===== src/design/bus_cfg_pkg.sv =====
// --------------------------------------------------------------------------
// Fixed address map and sizing of the two-master, three-bank OBI crossbar.
// The map cannot be changed at run time. Banks 0/1 interleave on address bit 2.
// --------------------------------------------------------------------------
`default_nettype none

package bus_cfg_pkg;

  // Ports on each side of the neck
  localparam int unsigned NUM_MASTERS = 2;
  localparam int unsigned NUM_SLAVES  = 3;
  localparam int unsigned MST_IDX_W   = 1;
  localparam int unsigned SLV_IDX_W   = 2;

  // Interleaved region served by banks 0 and 1
  localparam logic [31:0] ILV_BASE = 32'h0000_0000;
  localparam logic [31:0] ILV_SIZE = 32'h0000_0800;

  // Everything outside the region goes here
  localparam int unsigned DEFAULT_SLAVE = 2;

  // Bank geometry, in 32-bit words
  localparam int unsigned BANK_WORDS = 256;
  localparam int unsigned BANK_IDX_W = 8;

  // In-flight limit and the widths that follow from it
  localparam int unsigned MAX_OUTSTANDING = 2;
  localparam int unsigned CNT_W           = 2;
  localparam int unsigned PTR_W           = 1;

  // Cycles from the accepting gnt to rvalid
  localparam int unsigned READ_LATENCY = 2;

endpackage

`default_nettype wire


===== src/design/addr_decode.sv =====
// --------------------------------------------------------------------------
// Fixed decode: interleaved region on banks 0/1, all else to the default bank.
// Default-bank addresses wrap within the bank, so they alias.
// --------------------------------------------------------------------------
`timescale 1ns/1ns
`default_nettype none

module addr_decode import bus_cfg_pkg::*; (
  input  logic [31:0]           addr_i,
  output logic [SLV_IDX_W-1:0]  slave_idx_o,
  output logic [BANK_IDX_W-1:0] word_idx_o
);

  logic [31:0] ilv_offset;
  logic        in_ilv;

  // Offset form keeps the compare valid for any base
  assign ilv_offset = addr_i - ILV_BASE;
  assign in_ilv     = ilv_offset < ILV_SIZE;

  always_comb begin
    if (in_ilv) begin
      // Bit 2 picks the bank and is dropped from the word index
      slave_idx_o = SLV_IDX_W'(addr_i[2]);
      word_idx_o  = addr_i[BANK_IDX_W+2:3];
    end else begin
      slave_idx_o = SLV_IDX_W'(DEFAULT_SLAVE);
      word_idx_o  = addr_i[BANK_IDX_W+1:2];
    end
  end

endmodule

`default_nettype wire


===== config.mk =====
export PLATFORM = sky130hd
export DESIGN_NAME = addr_decode
export DESIGN_NICKNAME = d
export VERILOG_FILES = /design/src/design/bus_cfg_pkg.sv /design/src/design/addr_decode.sv
export SDC_FILE = /design/constraint.sdc
export NUM_CORES = 1
export LEC_CHECK = 0
export BUFFER_PORTS_ARGS = -buffer_cell sky130_fd_sc_hd__buf_2
export CORE_AREA = 2 2 39 41
export DETAILED_ROUTE_END_ITERATION = 10
export DIE_AREA = 0 0 41 43
export PLACE_DENSITY = 0.51
export SLEW_MARGIN = 15
export SYNTH_ARGS = -nofsm -noshare
export SYNTH_HDL_FRONTEND = slang
export SYNTH_SLANG_ARGS = --single-unit

===== constraint.sdc =====
create_clock -name vclk -period 4.25
set_input_delay 0.85 -clock vclk [all_inputs]
set_output_delay 0.85 -clock vclk [all_outputs]
set_load 0.01 [all_outputs]

==> impl.org <==
** Yosys
- The most common cell in the synthesized netlist is mux2_2.
- Post-synth design cell area :: roughly 160 µm²
- The average instance in the mapped netlist occupies between 9 and 10 µm².
- The synthesized design spends more area on one cell type than any other, namely mux2_2.
- When the netlist entered floorplanning its net count stood at slightly below 50.
- Count of synthesis-stage warnings from yosys :: 0
- Share of synthesized area occupied by flip-flops and latches :: 0
- Cell count after synthesis :: 17
- Netlist cell types :: 8
- Ranked by total cell area, the synthesized netlist is headed by mux2_2 (55%), nor4_4 (13%), nor4_1 (11%), or4_4 (6.9%), and2_2 (4.6%).
- The share of synthesized area in the top cell type comes to 0.550.
- After synthesis, the most frequently instantiated cells are mux2_2 (8), nor4_1 (3).

** Critical path
- Cell-by-cell trace of the critical path :: buf_2 > or4_4 > nor4_4 > mux2_2 > buf_2
- Delay of the slowest critical-path stage :: 530 ps
- The worst setup path is launched from a primary input.
- In this run the worst path has a maximum fanout of 10.
- Nature of the critical path endpoint :: output port
- Slowest stage cell on the critical path :: or4_4
- Count of buffer and inverter cells on the critical path :: 2
- Grouping stages by cell kind, the critical path spends the most delay in simple AND/OR/NAND/NOR gates.
- The critical path in this run is classified as in2out.
- Data arrival time of the critical path :: between 2000 and 3000 ps
- STA puts the critical path data required time at between 3000 and 4000 ps.
- Most numerous cell on the critical path :: buf_2

** Finish
- The number of antenna diodes in the final layout is 0.
- Clock buffer count :: 0
- FF+latch area :: 0 µm²
- Total Nets Final :: 91
- Seq_cells :: 0
- Syn-to-layout area delta :: 134%
- In the final layout, the share of cells above drive strength 1 is 0.895.

** Clock network
- CTS resizes :: 0
- After clock tree synthesis, the flow added hold-fix buffers numbering 0.
- Post-CTS timing repair inserted 0 buffers for setup.

** Timing
- Relative slew margins :: 0.619
- Setup slack on the critical path of the routed design comes to 876 ps.
- Final hold analysis gives a worst-case slack of between 2000 and 2500 ps.
- Worst-margin pin slew :: 567 ps
- The count of final hold-check violations was 0.
- Finish-stage setup viols :: 0
- Setup repair after global routing left no endpoint under its margin.
- After routing, the total negative slack on setup checks comes to 0 ps.
- Derived from the worst setup path, the maximum achievable clock frequency is between 200 and 300 MHz.
- Final critical delay including setup and external delays :: 3370 ps
- Final count of pins violating max slew :: 0
- Of the available clock period, the critical path in the final layout requires 0.794.

** Floorplanning
- I/O pin count :: 42
- Height of the die :: between 40 and 50 µm
- The core region is 0.00138 mm².
- Effective utilization at floorplan :: 0.118
- The die is slightly above 40 µm wide.
- Total Die Area :: about 0.0018 mm²
- Number of placement rows :: 14

** Pwr
- Summing internal, switching and leakage power gives about 0.025 mW.
- Power Dens Cells :: between 60 and 70 mW/mm²
- Across the VDD grid, the largest voltage drop is 0.0000176 V.
- In this run the static leakage power is about 0.20 nW.

** Placed design
- Post-DP HPWL :: around 550 µm
- Pre-CTS worst setup slack :: ~850 ps
- Input and output buffers added on the ports amount to 40.
- Routability-driven placement finished with a final weighted congestion of approximately 0.55.

** Global routing
- Gr ovfl total :: 0
- The first global-routing pass estimated between 800 and 900 µm of wire.
- The number of antenna violations at the first check in global routing came to 0.
- For this run, the total global-route usage over all layers was measured as 0.0599.
- Number of global-route vias before repair :: approximately 260
- Entering global routing, the biggest net connects 11 pins.

** Detailed routing
- After detailed routing, the number of remaining DRC violations is 0.
- Number of nets with antenna violations after detailed routing :: 0
- Summed over all layers, the routed wires come to between 500 and 600 µm.
- Total number of vias :: 301
- Routed wire per std cell :: approximately 8 µm
- Via-to-Cell Ratio :: about 4.1
- Number of detailed-route iterations in the first pass :: 1
- For this block, the initial DRC count from the detailed router was 0.

** Flow run
- Max-cap violations in this run came to 0.

** Status
- The flow ran to the end, and the final reports show no timing, DRC or antenna violations.

** Worst hold path
- The path class of the tightest hold or removal check is in2out.
## per-stage QoR
step,cells,cell area [µm²],util
floorplan,17,164,-
global placement,73,384,0.278
detailed placement,73,384,0.278
CTS,73,384,0.278
global route,73,384,0.278
finish,73,384,0.278
## power by group
| part | switching [mW] | internal (mW) |
|---|---|---|
| Sequential | 0 | 0 |
| Clock | 0 | 0 |
| Combinational | 0.00920 | 0.0158 |
| Total | 0.00920 | 0.0158 |
## area by class of cell
cell class,count,area [µm²]
multi-input cells,16,160
repair buffers,40,200
fillers,152,1000
inverters,1,3.75
well taps,16,20.0
## kinds of logic after synthesis
logic type,synth area share
mux,0.550
simple gates,0.427
buf+inv,0.0229
## path summary, 6_finish.rpt
path	end	startpoint	slack (ps)	cells after the start
min	word_idx_o[7]	addr_i[10]	2010	3
max	word_idx_o[2]	addr_i[26]	880	5
## worst min-delay path: cells and delay by family
family / cells / cell delay [ps]
buffers and inverters: 2 / 190
multiplexers: 1 / 120
## placed cells by master, fill, tap and decap left out
cell / instances
or4_4: 1
inv_1: 1
nor4_4: 1
and2_2: 1
buf_2: 40
nor3_1: 1
nand4_1: 1
mux2_2: 8
nor4_1: 3
## metal layers
layer,vias up,wire (µm),GRT usage
li1,151,-,-
met1,123,163,0.0538
met2,27,288,0.134
met3,0,124,0
met4,0,0,0
met5,-,0,0
Note: power is estimated with default switching activity, not from simulation.
