<file path="src/design/bus_cfg_pkg.sv">
// --------------------------------------------------------------------------
// Fixed address map and sizing of the two-master, three-bank OBI crossbar.
// The map cannot be changed at run time. Banks 0/1 interleave on address bit 2.
// --------------------------------------------------------------------------
`default_nettype none

package bus_cfg_pkg;

  // Ports on each side of the neck
  localparam int unsigned NUM_MASTERS = 2;
  localparam int unsigned NUM_SLAVES  = 3;
  localparam int unsigned MST_IDX_W   = 1;
  localparam int unsigned SLV_IDX_W   = 2;

  // Interleaved region served by banks 0 and 1
  localparam logic [31:0] ILV_BASE = 32'h0000_0000;
  localparam logic [31:0] ILV_SIZE = 32'h0000_0800;

  // Everything outside the region goes here
  localparam int unsigned DEFAULT_SLAVE = 2;

  // Bank geometry, in 32-bit words
  localparam int unsigned BANK_WORDS = 256;
  localparam int unsigned BANK_IDX_W = 8;

  // In-flight limit and the widths that follow from it
  localparam int unsigned MAX_OUTSTANDING = 2;
  localparam int unsigned CNT_W           = 2;
  localparam int unsigned PTR_W           = 1;

  // Cycles from the accepting gnt to rvalid
  localparam int unsigned READ_LATENCY = 2;

endpackage

`default_nettype wire

</file>
<file path="src/design/outstanding_counter.sv">
// --------------------------------------------------------------------------
// Up/down count of transactions between gnt and rvalid.
// full_o drops in a draining cycle so the next grant can enter.
// --------------------------------------------------------------------------
`timescale 1ns/1ns
`default_nettype none

module outstanding_counter import bus_cfg_pkg::*; (
  input  logic             clk_i,
  input  logic             reset_i,
  input  logic             inc_i,
  input  logic             dec_i,
  output logic [CNT_W-1:0] count_o,
  output logic             full_o
);

  logic [CNT_W-1:0] count_q;

  // Inc and dec together cancel out
  always_ff @(posedge clk_i) begin
    if (reset_i) begin
      count_q <= '0;
    end else if (inc_i && !dec_i) begin
      count_q <= count_q + 1'b1;
    end else if (dec_i && !inc_i) begin
      count_q <= count_q - 1'b1;
    end
  end

  assign count_o = count_q;
  assign full_o  = (count_q == CNT_W'(MAX_OUTSTANDING)) && !dec_i;

endmodule

`default_nettype wire

</file>
<file path="config.mk">
export PLATFORM = sky130hd
export DESIGN_NAME = outstanding_counter
export DESIGN_NICKNAME = d
export VERILOG_FILES = /design/src/design/bus_cfg_pkg.sv /design/src/design/outstanding_counter.sv
export SDC_FILE = /design/constraint.sdc
export NUM_CORES = 1
export LEC_CHECK = 0
export ABC_CLOCK_PERIOD_IN_PS = 1230
export BUFFER_PORTS_ARGS = -buffer_cell sky130_fd_sc_hd__buf_2
export CAP_MARGIN = 20
export CORE_AREA = 2 2 39 41
export CTS_CLUSTER_SIZE = 28
export DETAILED_ROUTE_END_ITERATION = 10
export DIE_AREA = 0 0 41 43
export RECOVER_POWER = 100
export SLEW_MARGIN = 15
export SYNTH_ARGS = -nofsm -noshare
export SYNTH_HDL_FRONTEND = slang
export SYNTH_SLANG_ARGS = --single-unit
</file>
<file path="constraint.sdc">
create_clock -name clk_i -period 1.23 [get_ports clk_i]
set_input_delay 0.0615 -clock clk_i [delete_from_list [all_inputs] [get_ports clk_i]]
set_output_delay 0.0615 -clock clk_i [all_outputs]
set_load 0.02 [all_outputs]
</file>
==> results_dict.tcl <==
set metrics [dict create \
    place_congestion 0.483 \
    min_period_ns 1.03 \
    drt_iter0_drc 1 \
    postSynthAreaPerCell_um2 9.21 \
    yosysWarnings 0 \
    final-setup-viol-count 0 \
    post_cts.repair.setup_buffers 0 \
    ant_nets 0 \
    synthDistinctLibCells 9 \
    number_of_violations_of_the_max_capacitance_limit 0 \
    synth_cells 11 \
    met1_wire_length_um 128 \
    worst-slew-pin-transition_ns 0.247 \
    iteration_count_of_the_initial_detailed_routing_pass 2 \
    power.ir.vdd_worst_mv 0.270 \
    worst_setup_hold_path_clk_slew_ns 0.03 \
    cp_top_family "flip-flops" \
    status "finished clean" \
    detailroute.wirelength.met2_um 76 \
    vias 116 \
    multi_input_comb_area_um2 57.6 \
    worst-r2r-setup-slack_ns 0.20 \
    grt_start_max_net_pins 5 \
    slew_violations 0 \
    groute.usage.overall_pct 4.51 \
    antenna_found_initial 0 \
    critPathLaunchType "flop" \
    flip_flop_count_of_the_largest_register_after_layout 2 \
    seqCellArea_um2 40.0 \
    totalNegativeSetupSlack_ns 0 \
    cp_data_arrival_time_ns 1.19 \
    post-synth-top-area-fraction_pct 39.5 \
    layout_common_cells "buf_2 (4), clkbuf_4 (3), xor2_1 (2), dfxtp_1 (2), clkbuf_1 (2)" \
    wl_per_cell_um 7.00 \
    met3_length_um 40 \
    total_die_area_um2 1760 \
    maxUsedRoutingLayer "met4" \
    clock_tree.htree_level_count 1 \
    slew_headroom_pct 83.6 \
    post_synth_instance_area_um2 101 \
    cp.required_ns 1.39 \
    layout.cells.most_common "buf_2" \
    route.detailed.drc 0 \
    floorplan.rows 14 \
    io-pin-count 7 \
    die_w_um 41 \
    first_global_vias 110 \
    post_route_cells_drive_above_1_share_pct 33.3 \
    clock-skew-final_ns 0.000888 \
    avgViaCountPerCell 3.14 \
    grt_setup_unrepaired "no" \
    placement.cell_area_um2 151 \
    period_share_pct 84.1 \
    cts.root.buffer_cell "clkbuf_4" \
    p_total_mw 0.296 \
    tritoncts_clock_tree "yes" \
    netlist_top_cells_area "dfxtp_1 (40%), xor2_1 (17%), ha_1 (12%)" \
    grt-ovfl-total 0 \
    finalWirelength_um 259 \
    synth_seq_area_share_pct 39.5 \
    timing.critical_path.slowest_cell_delay_ns 0.34 \
    port_buffers 6 \
    stdcell_area_um2 181 \
    postSynthRegisterBits 2 \
    hold_violation_count_in_the_final_report 0 \
    worst-path-buf-inv 0 \
    die_h_um 43 \
    worstPathCellList "xor2_1 -> or3_1 -> a21oi_1" \
    power.density_cell_area_nw_per_um2 1630 \
    post_cts_hold_buffer_count 1 \
    mappedNetlistNets 16 \
    grt_pass1_wl_um 420 \
    total_leakage_power_nw 0.0866 \
    antennaDiodeCount 0 \
    cts.sinks 2 \
    area.growth.synth_to_final_pct 79.0 \
    cts_resized 0 \
    timing_worst_setup_path_type "reg2reg" \
    layout.nets 28 \
    critical_path.max_fanout 4 \
    synth_top_area_cell "dfxtp_1" \
    fmax_ghz 0.967 \
    min-delay-path-class "in2reg" \
    critical_path.endpoint_type "flop" \
    placeableCoreArea_um2 1380 \
    ctsLongestPathBuffers 2 \
    worst_path_max_delay_cell "dfxtp_1" \
    worst_skew_pair.late_latency_ns 0.22 \
    initial_utilization_pct 7.32 \
    cts_made_buffers 3 \
    fillers 167 \
]
## where the power goes
part	total, mW	internal, mW	switching [mW]
clock network	0.147	0.108	0.0388
registers	0.0859	0.0758	0.0102
logic	0.0634	0.0273	0.0361
total	0.296	0.211	0.0851
## kinds of logic (layout without fill, tap and decap cells)
group	after synthesis	after routing	share of synthesized area (%)
AOI/OAI and AO/OA	2	2	9.87
xor gates and xnor gates	2	2	17.3
adders and majority gates	1	1	12.3
buffers and inverters	1	11	3.70
DFF	2	2	39.5
and+or+nand+nor	3	3	17.3
## cell usage after synthesis (all sizes together)
| cell | number |
|---|---|
| xor2 | 2 |
| o21ai | 1 |
| a21oi | 1 |
| ha | 1 |
| nor2 | 1 |
| nor3b | 1 |
| inv | 1 |
| dfxtp | 2 |
| or3 | 1 |
## stage by stage
step,std cells,util (%),setup WS (ns),hold WS (ns)
floorplan,11,-,0.151,0.131
global placement,33,10.9,0.177,0.238
detailed placement,33,10.9,0.163,0.235
CTS,37,13.3,0.184,0.275
global route,37,13.1,0.132,0.310
finish,37,13.1,0.196,0.270
## path summary, 6_finish.rpt
kind,endpoint,cells after the start,from
max,count_o[1]$_SDFFE_PP0P_,3,count_o[0]$_SDFFE_PP0P_
min,count_o[0]$_SDFFE_PP0P_,4,inc_i
max reg2reg,count_o[1]$_SDFFE_PP0P_,3,count_o[0]$_SDFFE_PP0P_
min reg2reg,count_o[1]$_SDFFE_PP0P_,2,count_o[1]$_SDFFE_PP0P_
## worst min-delay path, delay by kind of cell
family / cells / cell delay (ns)
fa+ha+maj: 1 / 0.16
buf+inv: 1 / 0.08
simple gates: 1 / 0.08
xor+xnor: 1 / 0.07
## routing by layer
| metal | track usage, % | up-vias |
|---|---|---|
| met5 | 0 | - |
| met3 | 6.28 | 4 |
| met4 | 6.00 | 0 |
| met2 | 3.75 | 9 |
| li1 | - | 57 |
| met1 | 3.83 | 46 |
## area by class of cell
cell class / count / share of cell area, %
clock buffer: 3 / 12.4
inverter: 1 / 2.07
multi-input combinational: 8 / 31.7
sequential: 2 / 22.1
tap: 16 / 11.0
timing repair buffer: 7 / 20.7
Power figures use the tool's default switching activity.
