## config.mk

```make
export PLATFORM = sky130hd
export DESIGN_NAME = route_fifo
export DESIGN_NICKNAME = d
export VERILOG_FILES = /design/src/design/bus_cfg_pkg.sv /design/src/design/route_fifo.sv
export SDC_FILE = /design/constraint.sdc
export NUM_CORES = 1
export LEC_CHECK = 0
export BUFFER_PORTS_ARGS = -buffer_cell sky130_fd_sc_hd__buf_2
export CAP_MARGIN = 25
export CORE_AREA = 10 10 47 49
export DETAILED_ROUTE_END_ITERATION = 8
export DIE_AREA = 0 0 57 59
export GPL_ROUTABILITY_DRIVEN = 0
export GPL_TIMING_DRIVEN = 0
export PLACE_DENSITY = 0.4
export SLEW_MARGIN = 30
export SYNTH_ARGS = -nofsm -noshare
export SYNTH_HDL_FRONTEND = slang
export SYNTH_SLANG_ARGS = --single-unit
export TNS_END_PERCENT = 20
```

## constraint.sdc

```tcl
create_clock -name clk_i -period 2.8 [get_ports clk_i]
set_input_delay 0.28 -clock clk_i [delete_from_list [all_inputs] [get_ports clk_i]]
set_output_delay 0.28 -clock clk_i [all_outputs]
set_load 0.02 [all_outputs]
```

## src/design/bus_cfg_pkg.sv

```systemverilog
// --------------------------------------------------------------------------
// Fixed address map and sizing of the two-master, three-bank OBI crossbar.
// The map cannot be changed at run time. Banks 0/1 interleave on address bit 2.
// --------------------------------------------------------------------------
`default_nettype none

package bus_cfg_pkg;

  // Ports on each side of the neck
  localparam int unsigned NUM_MASTERS = 2;
  localparam int unsigned NUM_SLAVES  = 3;
  localparam int unsigned MST_IDX_W   = 1;
  localparam int unsigned SLV_IDX_W   = 2;

  // Interleaved region served by banks 0 and 1
  localparam logic [31:0] ILV_BASE = 32'h0000_0000;
  localparam logic [31:0] ILV_SIZE = 32'h0000_0800;

  // Everything outside the region goes here
  localparam int unsigned DEFAULT_SLAVE = 2;

  // Bank geometry, in 32-bit words
  localparam int unsigned BANK_WORDS = 256;
  localparam int unsigned BANK_IDX_W = 8;

  // In-flight limit and the widths that follow from it
  localparam int unsigned MAX_OUTSTANDING = 2;
  localparam int unsigned CNT_W           = 2;
  localparam int unsigned PTR_W           = 1;

  // Cycles from the accepting gnt to rvalid
  localparam int unsigned READ_LATENCY = 2;

endpackage

`default_nettype wire

```

## src/design/route_fifo.sv

```systemverilog
// --------------------------------------------------------------------------
// In-order FIFO of response routes, MAX_OUTSTANDING entries deep.
// Overflow is not guarded; the outstanding counter keeps pushes in range.
// --------------------------------------------------------------------------
`timescale 1ns/1ns
`default_nettype none

module route_fifo import bus_cfg_pkg::*; #(
  parameter type payload_t = logic
) (
  input  logic     clk_i,
  input  logic     reset_i,
  input  logic     push_i,
  input  payload_t data_i,
  input  logic     pop_i,
  output payload_t head_o,
  output logic     empty_o
);

  payload_t         buf_q [MAX_OUTSTANDING];
  logic [PTR_W-1:0] wr_ptr_q;
  logic [PTR_W-1:0] rd_ptr_q;
  logic [CNT_W-1:0] fill_q;

  function automatic logic [PTR_W-1:0] next_ptr(input logic [PTR_W-1:0] ptr);
    logic [PTR_W-1:0] nxt;
    nxt = (ptr == PTR_W'(MAX_OUTSTANDING - 1)) ? '0 : ptr + 1'b1;
    return nxt;
  endfunction

  always_ff @(posedge clk_i) begin
    if (reset_i) begin
      wr_ptr_q <= '0;
      rd_ptr_q <= '0;
      fill_q   <= '0;
    end else begin
      if (push_i) begin
        wr_ptr_q <= next_ptr(wr_ptr_q);
      end
      if (pop_i) begin
        rd_ptr_q <= next_ptr(rd_ptr_q);
      end
      if (push_i && !pop_i) begin
        fill_q <= fill_q + 1'b1;
      end else if (pop_i && !push_i) begin
        fill_q <= fill_q - 1'b1;
      end
    end
  end

  always_ff @(posedge clk_i) begin
    if (push_i) begin
      buf_q[wr_ptr_q] <= data_i;
    end
  end

  assign head_o  = buf_q[rd_ptr_q];
  assign empty_o = (fill_q == '0);

endmodule

`default_nettype wire

```

==> summary.md <==
- **result of the run** finished clean
- **power density over the cells** 726 nW/µm²
- **Met2 Routed Length** 273 µm
- **clock skew** 0.0000549 ns
- **number of cells produced by synthesis** 24
- **non-filler instance count after layout** 50
- **uppermost metal layer occupied by signal nets** met3
- **H-tree depth** 1
- **maximum fanout along the worst path** 1
- **syn avg cell area** 11.3 µm²
- **cell area after technology mapping** 270 µm²
- **Post-Route Setup TNS** 0 ns
- **count of antenna diodes in the layout** 0
- **post-CTS setup-driven buffer insertion count** 0
- **area enclosed by the die boundary** 3360 µm²
- **fill cell count** 171
- **Placement Rows** 14
- **type of the worst setup path** reg -> out
- **share of the yosys chip area belonging to registers** 59.3%
- **Relative slew margins** 88.0%
- **net count reported at finish** 41
- **hpwl dp** 420 µm
- **first-pass GRT wire length** 903 µm
- **Distinct cells, synth** 13
- **wire per inst** 10.6 µm
- **total length of routed met3 wires** 42 µm
- **vias in the first global route** 221
- **post-synthesis to final-layout area growth** 28.2%
- **final setup slack of the worst path** 1.49 ns
- **top cell type by total area after synthesis** sky130_fd_sc_hd__dfxtp_1
- **final slew viol count** 0
- **Data arrival, critical path** 1.03 ns
- **Overall Global Routing Usage** 3.68%
- **switching power total** 0.0637 mW
- **worst skew pair latency** 0.24 ns
- **Hold Fails Final Rpt** 0
- **maximum vdd ir drop** 0.203 mV
- **total clock buffers created by CTS** 3
- **number of detailed-routing iterations run before antenna repair** 4
- **Multi-input gate area** 106 µm²
- **top cells by area in the synthesized netlist** sky130_fd_sc_hd__dfxtp_1, sky130_fd_sc_hd__edfxtp_1, sky130_fd_sc_hd__nor2_1
- **area post-placement** 320 µm²
- **maximum count of clock buffers along a single path** 2
- **worst slack at placement** 1.49 ns
- **design area** 347 µm²
- **post-route met1 wirelength** 213 µm
- **CTS root buffer** sky130_fd_sc_hd__clkbuf_4
- **total setup violations reported at the end of the flow** 0
- **global route total overflow** 0
- **clock transition time at the flip-flop clock pins of the worst setup and hold paths** 0.05 ns
- **die height** 59 µm
- **storage element area** 160 µm²
- **maximum number of pins on one net before global-route repair** 6
- **Residual DRC** 0
- **buffers added on ports** 6
- **top cell type's share of synthesized area** 37.0%
- **net switching share of the total power** 25.3%
- **cells resized by post-CTS repair** 0
- **initial cell density of the core** 19.3%
- **number of violations reported at the end of detailed-routing iteration 0** 2
- **clock net sink count** 7
- **I/O pin count** 7
- **Die W** 57 µm
- **post-route ant nets** 0
- **unrepaired setup endpoints after global routing** false
- **post-detailed-route via-to-cell ratio** 3.80
- **number of hold buffers added after cts** 0
- **Final Critical Period** 1.31 ns
- **placeable core region** 1400 µm²
- **portion of total power attributed to the clock network** 35.5%
- **class of the most critical hold timing path** in -> reg
- **synthesis-stage register bit count** 7
- **number of warnings printed during yosys synthesis** 0
- **CTS tree** yes
- **number of antenna violations at the first check in global routing** 0
- **Cells after DPL** 46
- **max-cap violations** 0
- **relative contribution of sequential cells to total power** 48.5%
- **Internal** 0.188 mW
- **final WL** 530 µm
- **post-synth net total** 30
- **critical path startpoint category** register
- **type of element capturing the critical path** output port
- **share of power burned in combinational logic** 16.0%
- **max frequency** 0.762 GHz
- **reported leakage power** 0.149 nW
- **vias after detailed routing** 190
- **required arrival time at the worst endpoint** 2.52 ns
- **share of layout cells above drive strength 1** 29.4%
- **slew at the pin closest to its max-slew limit** 0.179 ns
- **period utilisation layout** 46.8%
-- worst max-delay path: stages (launching register included) --
cell	delay, ns
sky130_fd_sc_hd__dfxtp_1	0.31
sky130_fd_sc_hd__mux2_2	0.32
sky130_fd_sc_hd__buf_2	0.16
-- cells by family after synthesis --
logic type      synth area share (%)
simple gates                    13.9
flops                           59.3
xor+xnor                        13.0
compound gates                  3.70
buf+inv                         1.39
mux                             4.17
fa+ha+maj                       4.63
-- metrics by stage --
stage	hold slack, ns	power (mW)	utilization [%]
floorplan	0.349	0.150	-
global placement	0.469	0.162	22.9
detailed placement	0.478	0.165	22.9
CTS	0.221	0.257	24.7
global route	0.216	0.272	24.7
finish	0.232	0.252	24.7
-- layer usage --
layer / up-vias / GRT usage (%)
met5: - / 0
met4: 0 / 4.03
met3: 0 / 2.15
met2: 7 / 5.27
met1: 85 / 3.46
li1: 98 / -
-- synthesized netlist by cell type (all sizes together) --
master / n
or3: 1
mux2: 1
a21oi: 1
ha: 1
o21ai: 1
edfxtp: 2
inv: 1
xor2: 2
and2: 1
xnor2: 2
dfxtp: 5
nor2b: 1
nor2: 5
-- area by class of cell --
cell class              instances  share of cell area, %
clock buffers                   4                   7.58
flip-flops and latches          7                   46.2
inverters                       1                   1.08
well taps                      16                   5.78
multi-input cells              16                   30.7
repair buffers                  6                   8.66
-- final timing paths --
check	from	to	cells after the start	slack, ns
setup reg to reg	fill_q[0]$_SDFFE_PP0P_	fill_q[1]$_SDFFE_PP0P_	3	1.75
hold reg to reg	rd_ptr_q$_SDFFE_PP0P_	register	2	0.51
setup / recovery	register	head_o	2	1.49
hold / removal	data_i	buf_q[1]$_DFFE_PP_	1	0.23
-- power groups by stage --
| stage | clock, mW | sequential, mW | combinational [mW] |
|---|---|---|---|
| finish | 0.0893 | 0.122 | 0.0404 |
| floorplan | 0 | 0.123 | 0.0277 |
| global route | 0.104 | 0.123 | 0.0451 |
| CTS | 0.0942 | 0.122 | 0.0410 |
| global placement | 0 | 0.123 | 0.0390 |
| detailed placement | 0 | 0.124 | 0.0404 |
-- layout by cell type (no fill, tap or decap), types with 2 or more instances in the layout --
| cell | instances |
|---|---|
| sky130_fd_sc_hd__dfxtp_1 | 5 |
| sky130_fd_sc_hd__clkbuf_4 | 3 |
| sky130_fd_sc_hd__xor2_1 | 2 |
| sky130_fd_sc_hd__buf_2 | 6 |
| sky130_fd_sc_hd__xnor2_1 | 2 |
| sky130_fd_sc_hd__nor2_1 | 5 |
| sky130_fd_sc_hd__edfxtp_1 | 2 |
No activity file was read; power rests on OpenSTA's default activity.
