**src/design/bus_cfg_pkg.sv**
```systemverilog
// --------------------------------------------------------------------------
// Fixed address map and sizing of the two-master, three-bank OBI crossbar.
// The map cannot be changed at run time. Banks 0/1 interleave on address bit 2.
// --------------------------------------------------------------------------
`default_nettype none

package bus_cfg_pkg;

  // Ports on each side of the neck
  localparam int unsigned NUM_MASTERS = 2;
  localparam int unsigned NUM_SLAVES  = 3;
  localparam int unsigned MST_IDX_W   = 1;
  localparam int unsigned SLV_IDX_W   = 2;

  // Interleaved region served by banks 0 and 1
  localparam logic [31:0] ILV_BASE = 32'h0000_0000;
  localparam logic [31:0] ILV_SIZE = 32'h0000_0800;

  // Everything outside the region goes here
  localparam int unsigned DEFAULT_SLAVE = 2;

  // Bank geometry, in 32-bit words
  localparam int unsigned BANK_WORDS = 256;
  localparam int unsigned BANK_IDX_W = 8;

  // In-flight limit and the widths that follow from it
  localparam int unsigned MAX_OUTSTANDING = 2;
  localparam int unsigned CNT_W           = 2;
  localparam int unsigned PTR_W           = 1;

  // Cycles from the accepting gnt to rvalid
  localparam int unsigned READ_LATENCY = 2;

endpackage

`default_nettype wire

```
**src/design/bus_arbiter.sv**
```systemverilog
// --------------------------------------------------------------------------
// Two-master round-robin arbiter, combinational from req to gnt.
// Priority moves one cycle after a grant; full_i blocks every grant.
// --------------------------------------------------------------------------
`timescale 1ns/1ns
`default_nettype none

module bus_arbiter import bus_cfg_pkg::*; (
  input  logic                   clk_i,
  input  logic                   reset_i,
  input  logic [NUM_MASTERS-1:0] req_i,
  input  logic                   full_i,
  output logic [NUM_MASTERS-1:0] gnt_o,
  output logic [MST_IDX_W-1:0]   gnt_idx_o,
  output logic                   gnt_valid_o
);

  typedef enum logic {
    PRIO_M0,
    PRIO_M1
  } prio_e;

  prio_e state_q;
  prio_e state_d;

  // Pick the favored master first, fall back to the other
  always_comb begin
    gnt_o     = '0;
    gnt_idx_o = '0;
    if (!full_i) begin
      case (state_q)
        PRIO_M0: begin
          if (req_i[0]) begin
            gnt_o[0] = 1'b1;
          end else if (req_i[1]) begin
            gnt_o[1]  = 1'b1;
            gnt_idx_o = 1'b1;
          end
        end
        default: begin
          if (req_i[1]) begin
            gnt_o[1]  = 1'b1;
            gnt_idx_o = 1'b1;
          end else if (req_i[0]) begin
            gnt_o[0] = 1'b1;
          end
        end
      endcase
    end
  end

  assign gnt_valid_o = |gnt_o;

  // Priority passes to the master after the winner
  always_comb begin
    state_d = state_q;
    if (gnt_valid_o) begin
      state_d = gnt_idx_o[0] ? PRIO_M0 : PRIO_M1;
    end
  end

  always_ff @(posedge clk_i) begin
    if (reset_i) begin
      state_q <= PRIO_M0;
    end else begin
      state_q <= state_d;
    end
  end

endmodule

`default_nettype wire

```
**config.mk**
```make
export PLATFORM = sky130hd
export DESIGN_NAME = bus_arbiter
export DESIGN_NICKNAME = d
export VERILOG_FILES = /design/src/design/bus_cfg_pkg.sv /design/src/design/bus_arbiter.sv
export SDC_FILE = /design/constraint.sdc
export NUM_CORES = 1
export LEC_CHECK = 0
export BUFFER_PORTS_ARGS = -buffer_cell sky130_fd_sc_hd__buf_2
export CORE_AREA = 2 2 39 41
export DETAILED_ROUTE_END_ITERATION = 6
export DIE_AREA = 0 0 41 43
export SYNTH_ARGS = -nofsm -noshare
export SYNTH_HDL_FRONTEND = slang
export SYNTH_SLANG_ARGS = --single-unit
```
**constraint.sdc**
```tcl
create_clock -name clk_i -period 1.4 [get_ports clk_i]
set_input_delay 0.07 -clock clk_i [delete_from_list [all_inputs] [get_ports clk_i]]
set_output_delay 0.07 -clock clk_i [all_outputs]
set_load 0.02 [all_outputs]
```
==> results of run 1 <==
[power groups by stage]
stage	Combinational (mW)	Clock (mW)	Sequential [mW]
finish	0.0324	0	0.0328
global route	0.0360	0	0.0330
CTS	0.0327	0	0.0328
detailed placement	0.0325	0	0.0328
global placement	0.0322	0	0.0328
floorplan	0.0198	0	0.0324
[worst min path at each step]
stage | start | endpoint | slack (ns) | cells past startpoint
after detailed placement | reset_i | state_q | 0.28 | 2
after CTS | reset_i | state_q | 0.29 | 2
after global placement | reset_i | state_q | 0.27 | 2
after global routing | reset_i | state_q | 0.31 | 2
final | reset_i | state_q | 0.28 | 2
after floorplan | reset_i | state_q | 0.17 | 1
[area by class of cell]
cell class                 count  area [µm²]  area share
timing repair buffer           8        40.0       0.299
inverter                       1        3.75      0.0280
sequential                     1        20.0       0.150
tap                           16        20.0       0.150
multi-input combinational      8        50.0       0.374
[cells by family (layout without fill, tap and decap cells)]
logic type / after synthesis / after routing / share of synthesized area
AOI/OAI and AO/OA: 3 / 3 / 0.246
buffers and inverters: 2 / 9 / 0.138
DFF: 1 / 1 / 0.246
and+or+nand+nor: 5 / 5 / 0.369
[per-layer routing]
layer,up-vias,GRT usage,routed length (µm)
li1,53,-,-
met1,41,0.00317,90
met2,8,0.0344,72
met3,0,0,28
met4,0,0,0
met5,-,0,0
[cells in the final DEF (no fill, tap or decap), drive strengths merged]
master / n
buf: 8
nor2: 2
inv: 1
nor2b: 1
a21boi: 1
nand2b: 1
a21oi: 1
or4b: 1
o31ai: 1
dfxtp: 1
[per-stage QoR]
stage / worst slack (ns) / utilization / cell area, µm² / total power [mW] / instances
2_1_floorplan: 0.158 / - / 81.3 / 0.0522 / 11
3_3_place_gp: 0.420 / 0.0967 / 134 / 0.0650 / 34
3_5_place_dp: 0.410 / 0.0967 / 134 / 0.0654 / 34
4_1_cts: 0.401 / 0.0967 / 134 / 0.0656 / 34
5_1_grt: 0.365 / 0.0967 / 134 / 0.0690 / 34
6_report: 0.411 / 0.0967 / 134 / 0.0652 / 34
==> flow_metrics.tcl, run 1 <==
set metrics [dict create \
    yosysTopAreaCell "dfxtp_1" \
    r2r_end "state_q" \
    cp.required_ns 1.31 \
    dieWidth_um 41 \
    detail-route-antenna-nets 0 \
    ir_drop_mv 0.0594 \
    wl_per_cell_um 5.62 \
    r2r_cells 2 \
    arrival_ns 0.90 \
    grt_pass1_vias 55 \
    synth.net_count 16 \
    skew_ns 0 \
    drtIter0Drc 4 \
    slew_viol_final 0 \
    max_slew_margin 0.868 \
    crit_chain "or4b_1 > o31ai_1" \
    intPower_mw 0.0449 \
    start_kind "register" \
    initial_core_util 0.0588 \
    synthToLayoutAreaGrowth_pct 64.6 \
    antenna_cells 0 \
    post_cts_buffers 0 \
    hold_viol 0 \
    critPathTopFamily "simple AND/OR/NAND/NOR gates" \
    grt_start_max_net_pins 5 \
    grt_util_all_layers 0.0120 \
    coreArea_um2 1380 \
    p_leak_nw 0.0623 \
    crit_type "register to register" \
    vias 102 \
    timing.rr.start "state_q" \
    port_buffers 8 \
    final.setup.tns_ns 0 \
    finalSetupViolCount 0 \
    ys.warnings.count 0 \
    drive_gt1_frac 0.444 \
    cp_max_fo 3 \
    p_per_area_nw_per_um2 487 \
    rows 14 \
    rsz0062_at_grt "no" \
    ctsHoldBuffers 0 \
    cts.repair.resized 0 \
    insertion_delay_ns 0 \
    pwr-share-clk 0 \
    top_regs "state_q x1" \
    viasPerCell 3.00 \
    status "finished clean" \
    reg2reg_slack_ns 0.41 \
    ys_seq_area_frac 0.246 \
    layout.nets 25 \
    first_pass_iters 2 \
    synthArstFlopShare 0 \
    crit_buf_inv 0 \
    finalCritPeriodShare 0.707 \
    gp_congestion 0.418 \
    sw_frac_of_total 0.312 \
    cp_slowest_stage_delay_ns 0.52 \
    whs_ns 0.285 \
    power_frac_comb 0.497 \
    synthTopCellsByArea "dfxtp_1 25%, or4b_1 12%, a21boi_0 9.2%, buf_4 9.2%, nor2_1 9.2%" \
    tightestPinTransition_ns 0.197 \
    drv_cap 0 \
    yosys_register_bits 1 \
    clk_pin_slew_ns 0 \
    critPathLaunch "state_q" \
    min_period_ns 0.989 \
    grt_overflow 0 \
    synth_edf_count 0 \
    crit_path_top_delay_cell "or4b_1" \
    antenna_found_initial 0 \
    grt_first_pass_wirelength_um 158 \
    dieArea_um2 1760 \
    synth_area_um2 81.3 \
    postSynthCellCount 11 \
    num_io_pins 9 \
    drc 0 \
    synth_top_flop_cell "dfxtp_1" \
    largest-register "state_q" \
    worstSetupPathDepth 2 \
    fillers 157 \
    syn_avg_cell_area_um2 7.39 \
    p_switching_mw 0.0203 \
    fmax_ghz 1.01 \
    hold_class "primary input to register" \
    seq_power_share 0.503 \
    netlist.area_leader.share 0.246 \
    ys_types 10 \
    end_kind "register" \
    die_h_um 43 \
    drt-total-wl_um 191 \
    endpoint "state_q" \
    synth.most_common_cell "nor2_1" \
    largest_register_ffs 1 \
]
Note: power is estimated with default switching activity, not from simulation.
==> run 2: changes to the inputs <==
==> constraint.sdc (replaced) <==
create_clock -name clk_i -period 0.9 [get_ports clk_i]
set_input_delay 0.045 -clock clk_i [delete_from_list [all_inputs] [get_ports clk_i]]
set_output_delay 0.045 -clock clk_i [all_outputs]
set_load 0.02 [all_outputs]
==> flow_metrics.tcl, run 2 (synthesis gave the netlist of run 1 again) <==
set metrics [dict create \
    place_area_um2 145 \
    slew_viol_final 0 \
    insertion_delay_ns 0 \
    drtIter0Drc 1 \
    final.setup.tns_ns -0.0168 \
    grt_pass1_vias 55 \
    dieWidth_um 41 \
    drc 0 \
    crit_type "register to register" \
    ctsHoldBuffers 0 \
    coreArea_um2 1380 \
    start_kind "register" \
    die_h_um 43 \
    finalCritPeriodShare 1.02 \
    largest-register "state_q" \
    tightestPinTransition_ns 0.188 \
    hold_class "primary input to register" \
    cp_max_fo 2 \
    antenna_found_initial 0 \
    final_cell_mix "8 x buf_2, 2 x nor2_1" \
    cp.required_ns 0.81 \
    drt-total-wl_um 200 \
    port_buffers 8 \
    drv_cap 0 \
    violations "negative setup slack" \
    initial_core_util 0.0588 \
    grt_first_pass_wirelength_um 172 \
    finalSetupViolCount 1 \
    top_regs "state_q x1" \
    skew_ns 0 \
    whs_ns 0.258 \
    synthToLayoutAreaGrowth_pct 78.5 \
    largest_register_ffs 1 \
    rsz0062_at_grt "yes" \
    post_cts_buffers 0 \
    vias 103 \
    detail-route-antenna-nets 0 \
    layout.nets 26 \
    dp_hpwl_um 187 \
    antenna_cells 0 \
    ir_drop_mv 0.127 \
    pre_cts_ws_ns -0.0289 \
    num_io_pins 9 \
    arrival_ns 0.82 \
    p_leak_nw 0.0685 \
    cts.repair.resized 0 \
    fmax_ghz 1.09 \
    grt_start_max_net_pins 5 \
    grt_overflow 0 \
    end_kind "register" \
    p_per_area_nw_per_um2 745 \
    viasPerCell 2.94 \
    grt_util_all_layers 0.0130 \
    final_area_um2 145 \
    hold_viol 0 \
    drive_gt1_frac 0.526 \
    first_pass_iters 2 \
    wl_per_cell_um 5.71 \
    status "finished with violations" \
    dieArea_um2 1760 \
    gp_congestion 0.441 \
    min_period_ns 0.917 \
    fin_ws_ns -0.0168 \
    clk_pin_slew_ns 0 \
    final_common_cell "buf_2" \
    power_mw 0.108 \
    rows 14 \
    max_slew_margin 0.874 \
]
==> run 2: cell count changes in the layout (fill, tap and decap cells not counted) <==
cell      change
a21boi_2      +1
buf_4         +1
a21boi_0      -1
==> run 2: path summary, 6_finish.rpt <==
kind | startpoint | end | slack [ns] | cells past startpoint
setup / recovery | state_q | state_q | -0.02 | 2
hold / removal | reset_i | state_q | 0.26 | 2
setup reg to reg | state_q | state_q | -0.02 | 2
hold reg to reg | state_q | state_q | 0.52 | 2
==> run 2: critical path: stages, from the launching register on <==
cell and delay (ns):
dfxtp_1 0.28, or4b_1 0.46, o31ai_1 0.08
==> run 2: area by class of cell <==
type	count	area, µm²
Inverter	1	3.75
Multi-Input combinational cell	8	53.8
Timing Repair Buffer	9	47.5
Tap cell	16	20.0
Fill cell	162	1240
Sequential cell	1	20.0
==> run 2: report_power, final <==
part / switching, mW / internal [mW] / leakage, nW / total (mW)
sequential: 0.00131 / 0.0487 / 0.00825 / 0.0500
clock: 0 / 0 / 0 / 0
combinational: 0.0321 / 0.0260 / 0.0603 / 0.0581
==> run 2: through the flow <==
| step | utilization | std cells |
|---|---|---|
| 2_1_floorplan | - | 11 |
| 3_3_place_gp | 0.105 | 35 |
| 3_5_place_dp | 0.105 | 35 |
| 4_1_cts | 0.105 | 35 |
| 5_1_grt | 0.105 | 35 |
| 6_report | 0.105 | 35 |
==> run 2: metal layers <==
layer,global-route usage,part of all wire
met1,0.00952,0.37
met2,0.0313,0.44
met3,0,0.19
met4,0,0
met5,0,0
==> run 3: changes to the inputs <==
--- a/config.mk
+++ b/config.mk
@@ -9,6 +9,7 @@
 export CORE_AREA = 2 2 39 41
 export DETAILED_ROUTE_END_ITERATION = 6
 export DIE_AREA = 0 0 41 43
+export PLACE_DENSITY_LB_ADDON = 0.3
 export SYNTH_ARGS = -nofsm -noshare
 export SYNTH_HDL_FRONTEND = slang
 export SYNTH_SLANG_ARGS = --single-unit
==> flow_metrics.tcl, run 3 (synthesis gave the netlist of run 1 again) <==
set metrics [dict create \
    status "finished with violations" \
    violations "negative setup slack" \
    p_per_area_nw_per_um2 735 \
    fmax_ghz 1.09 \
    start_kind "register" \
    grt_overflow 0 \
    die_h_um 43 \
    grt_first_pass_wirelength_um 414 \
    p_leak_nw 0.0730 \
    vias 106 \
    insertion_delay_ns 0 \
    fin_ws_ns -0.0203 \
    drive_gt1_frac 0.632 \
    place_area_um2 145 \
    drc 0 \
    initial_core_util 0.0588 \
    grt_util_all_layers 0.0310 \
    fillers 154 \
    power_mw 0.120 \
    final_common_cell "buf_2" \
    finalCritPeriodShare 1.02 \
    detail-route-antenna-nets 0 \
    first_pass_iters 1 \
    post_cts_buffers 0 \
    cp_slowest_stage_delay_ns 0.48 \
    drtIter0Drc 0 \
    end_kind "register" \
    hold_viol 0 \
    finalSetupViolCount 1 \
    dieArea_um2 1760 \
    clk_pin_slew_ns 0 \
    largest_register_ffs 1 \
    grt_pass1_vias 100 \
    cp_max_fo 2 \
    top_regs "state_q x1" \
    cp.required_ns 0.81 \
    drt-total-wl_um 246 \
    synthToLayoutAreaGrowth_pct 100 \
    port_buffers 8 \
    utilization 0.118 \
    skew_ns 0 \
    tightestPinTransition_ns 0.175 \
    dieWidth_um 41 \
    final_area_um2 163 \
    gp_congestion 0.558 \
    drv_cap 0 \
    min_period_ns 0.920 \
    ir_drop_mv 0.269 \
    antenna_cells 0 \
    antenna_found_initial 0 \
    largest-register "state_q" \
    slew_viol_final 0 \
    grt_start_max_net_pins 5 \
    viasPerCell 3.03 \
    wl_per_cell_um 7.03 \
    coreArea_um2 1380 \
    max_slew_margin 0.883 \
    rows 14 \
    arrival_ns 0.83 \
    final_cell_mix "6 x buf_2, 2 x nor2_1, 2 x buf_4" \
    num_io_pins 9 \
    rsz0062_at_grt "yes" \
    layout.nets 26 \
    crit_path_top_delay_cell "or4b_4" \
    crit_chain "or4b_4 > o31ai_2" \
    hold_class "primary input to register" \
    crit_type "register to register" \
]
==> run 3: cell counts in the layout (fill, tap and decap cells not counted) <==
No cell type changed its count.
==> run 3: metal layers <==
| metal | vias up | share of wire | track usage |
|---|---|---|---|
| li1 | 54 | - | - |
| met1 | 43 | 0.53 | 0.0478 |
| met2 | 9 | 0.33 | 0.0500 |
| met3 | 0 | 0.13 | 0 |
| met4 | 0 | 0 | 0 |
| met5 | - | 0 | 0 |
==> run 3: report_power, final <==
group / internal (mW) / switching [mW] / total, mW
sequential: 0.0487 / 0.00161 / 0.0503
clock: 0 / 0 / 0
combinational: 0.0328 / 0.0365 / 0.0692
total: 0.0815 / 0.0381 / 0.120
==> run 3: through the flow <==
stage | hold WS, ns | std cells | setup WS (ns) | setup TNS (ns)
after CTS | 0.259 | 35 | -0.0188 | -0.0188
after global placement | 0.265 | 35 | -0.0186 | -0.0186
after global routing | 0.281 | 35 | -0.0550 | -0.0836
after floorplan | 0.148 | 11 | 0.00622 | 0
final | 0.259 | 35 | -0.0203 | -0.0203
after detailed placement | 0.259 | 35 | -0.0189 | -0.0189
==> run 3: worst paths after layout <==
kind,start,to,slack (ns),cells past startpoint
worst max-delay path,state_q,state_q,-0.02,2
worst min-delay path,reset_i,state_q,0.26,2
worst max register to register,state_q,state_q,-0.02,2
worst min register to register,state_q,state_q,0.53,2
==> run 3: layout make-up <==
| class | instances | area, µm² | area share |
|---|---|---|---|
| multi-input combinational | 8 | 62.6 | 0.385 |
| timing repair buffer | 9 | 56.3 | 0.346 |
| sequential | 1 | 20.0 | 0.123 |
| tap | 16 | 20.0 | 0.123 |
| inverter | 1 | 3.75 | 0.0231 |
==> run 3: critical path, delay by kind of cell, from the launching register on <==
kind,cells,cell delay (ns)
flops,1,0.29
compound gates,1,0.07
simple gates,1,0.48
==> run 3: repair_timing <==
action | in CTS | in global routing
gates cloned | 0 | 0
hold buffers | 0 | 0
setup endpoints to repair | 1 | 2
gates resized for setup | 0 | 5
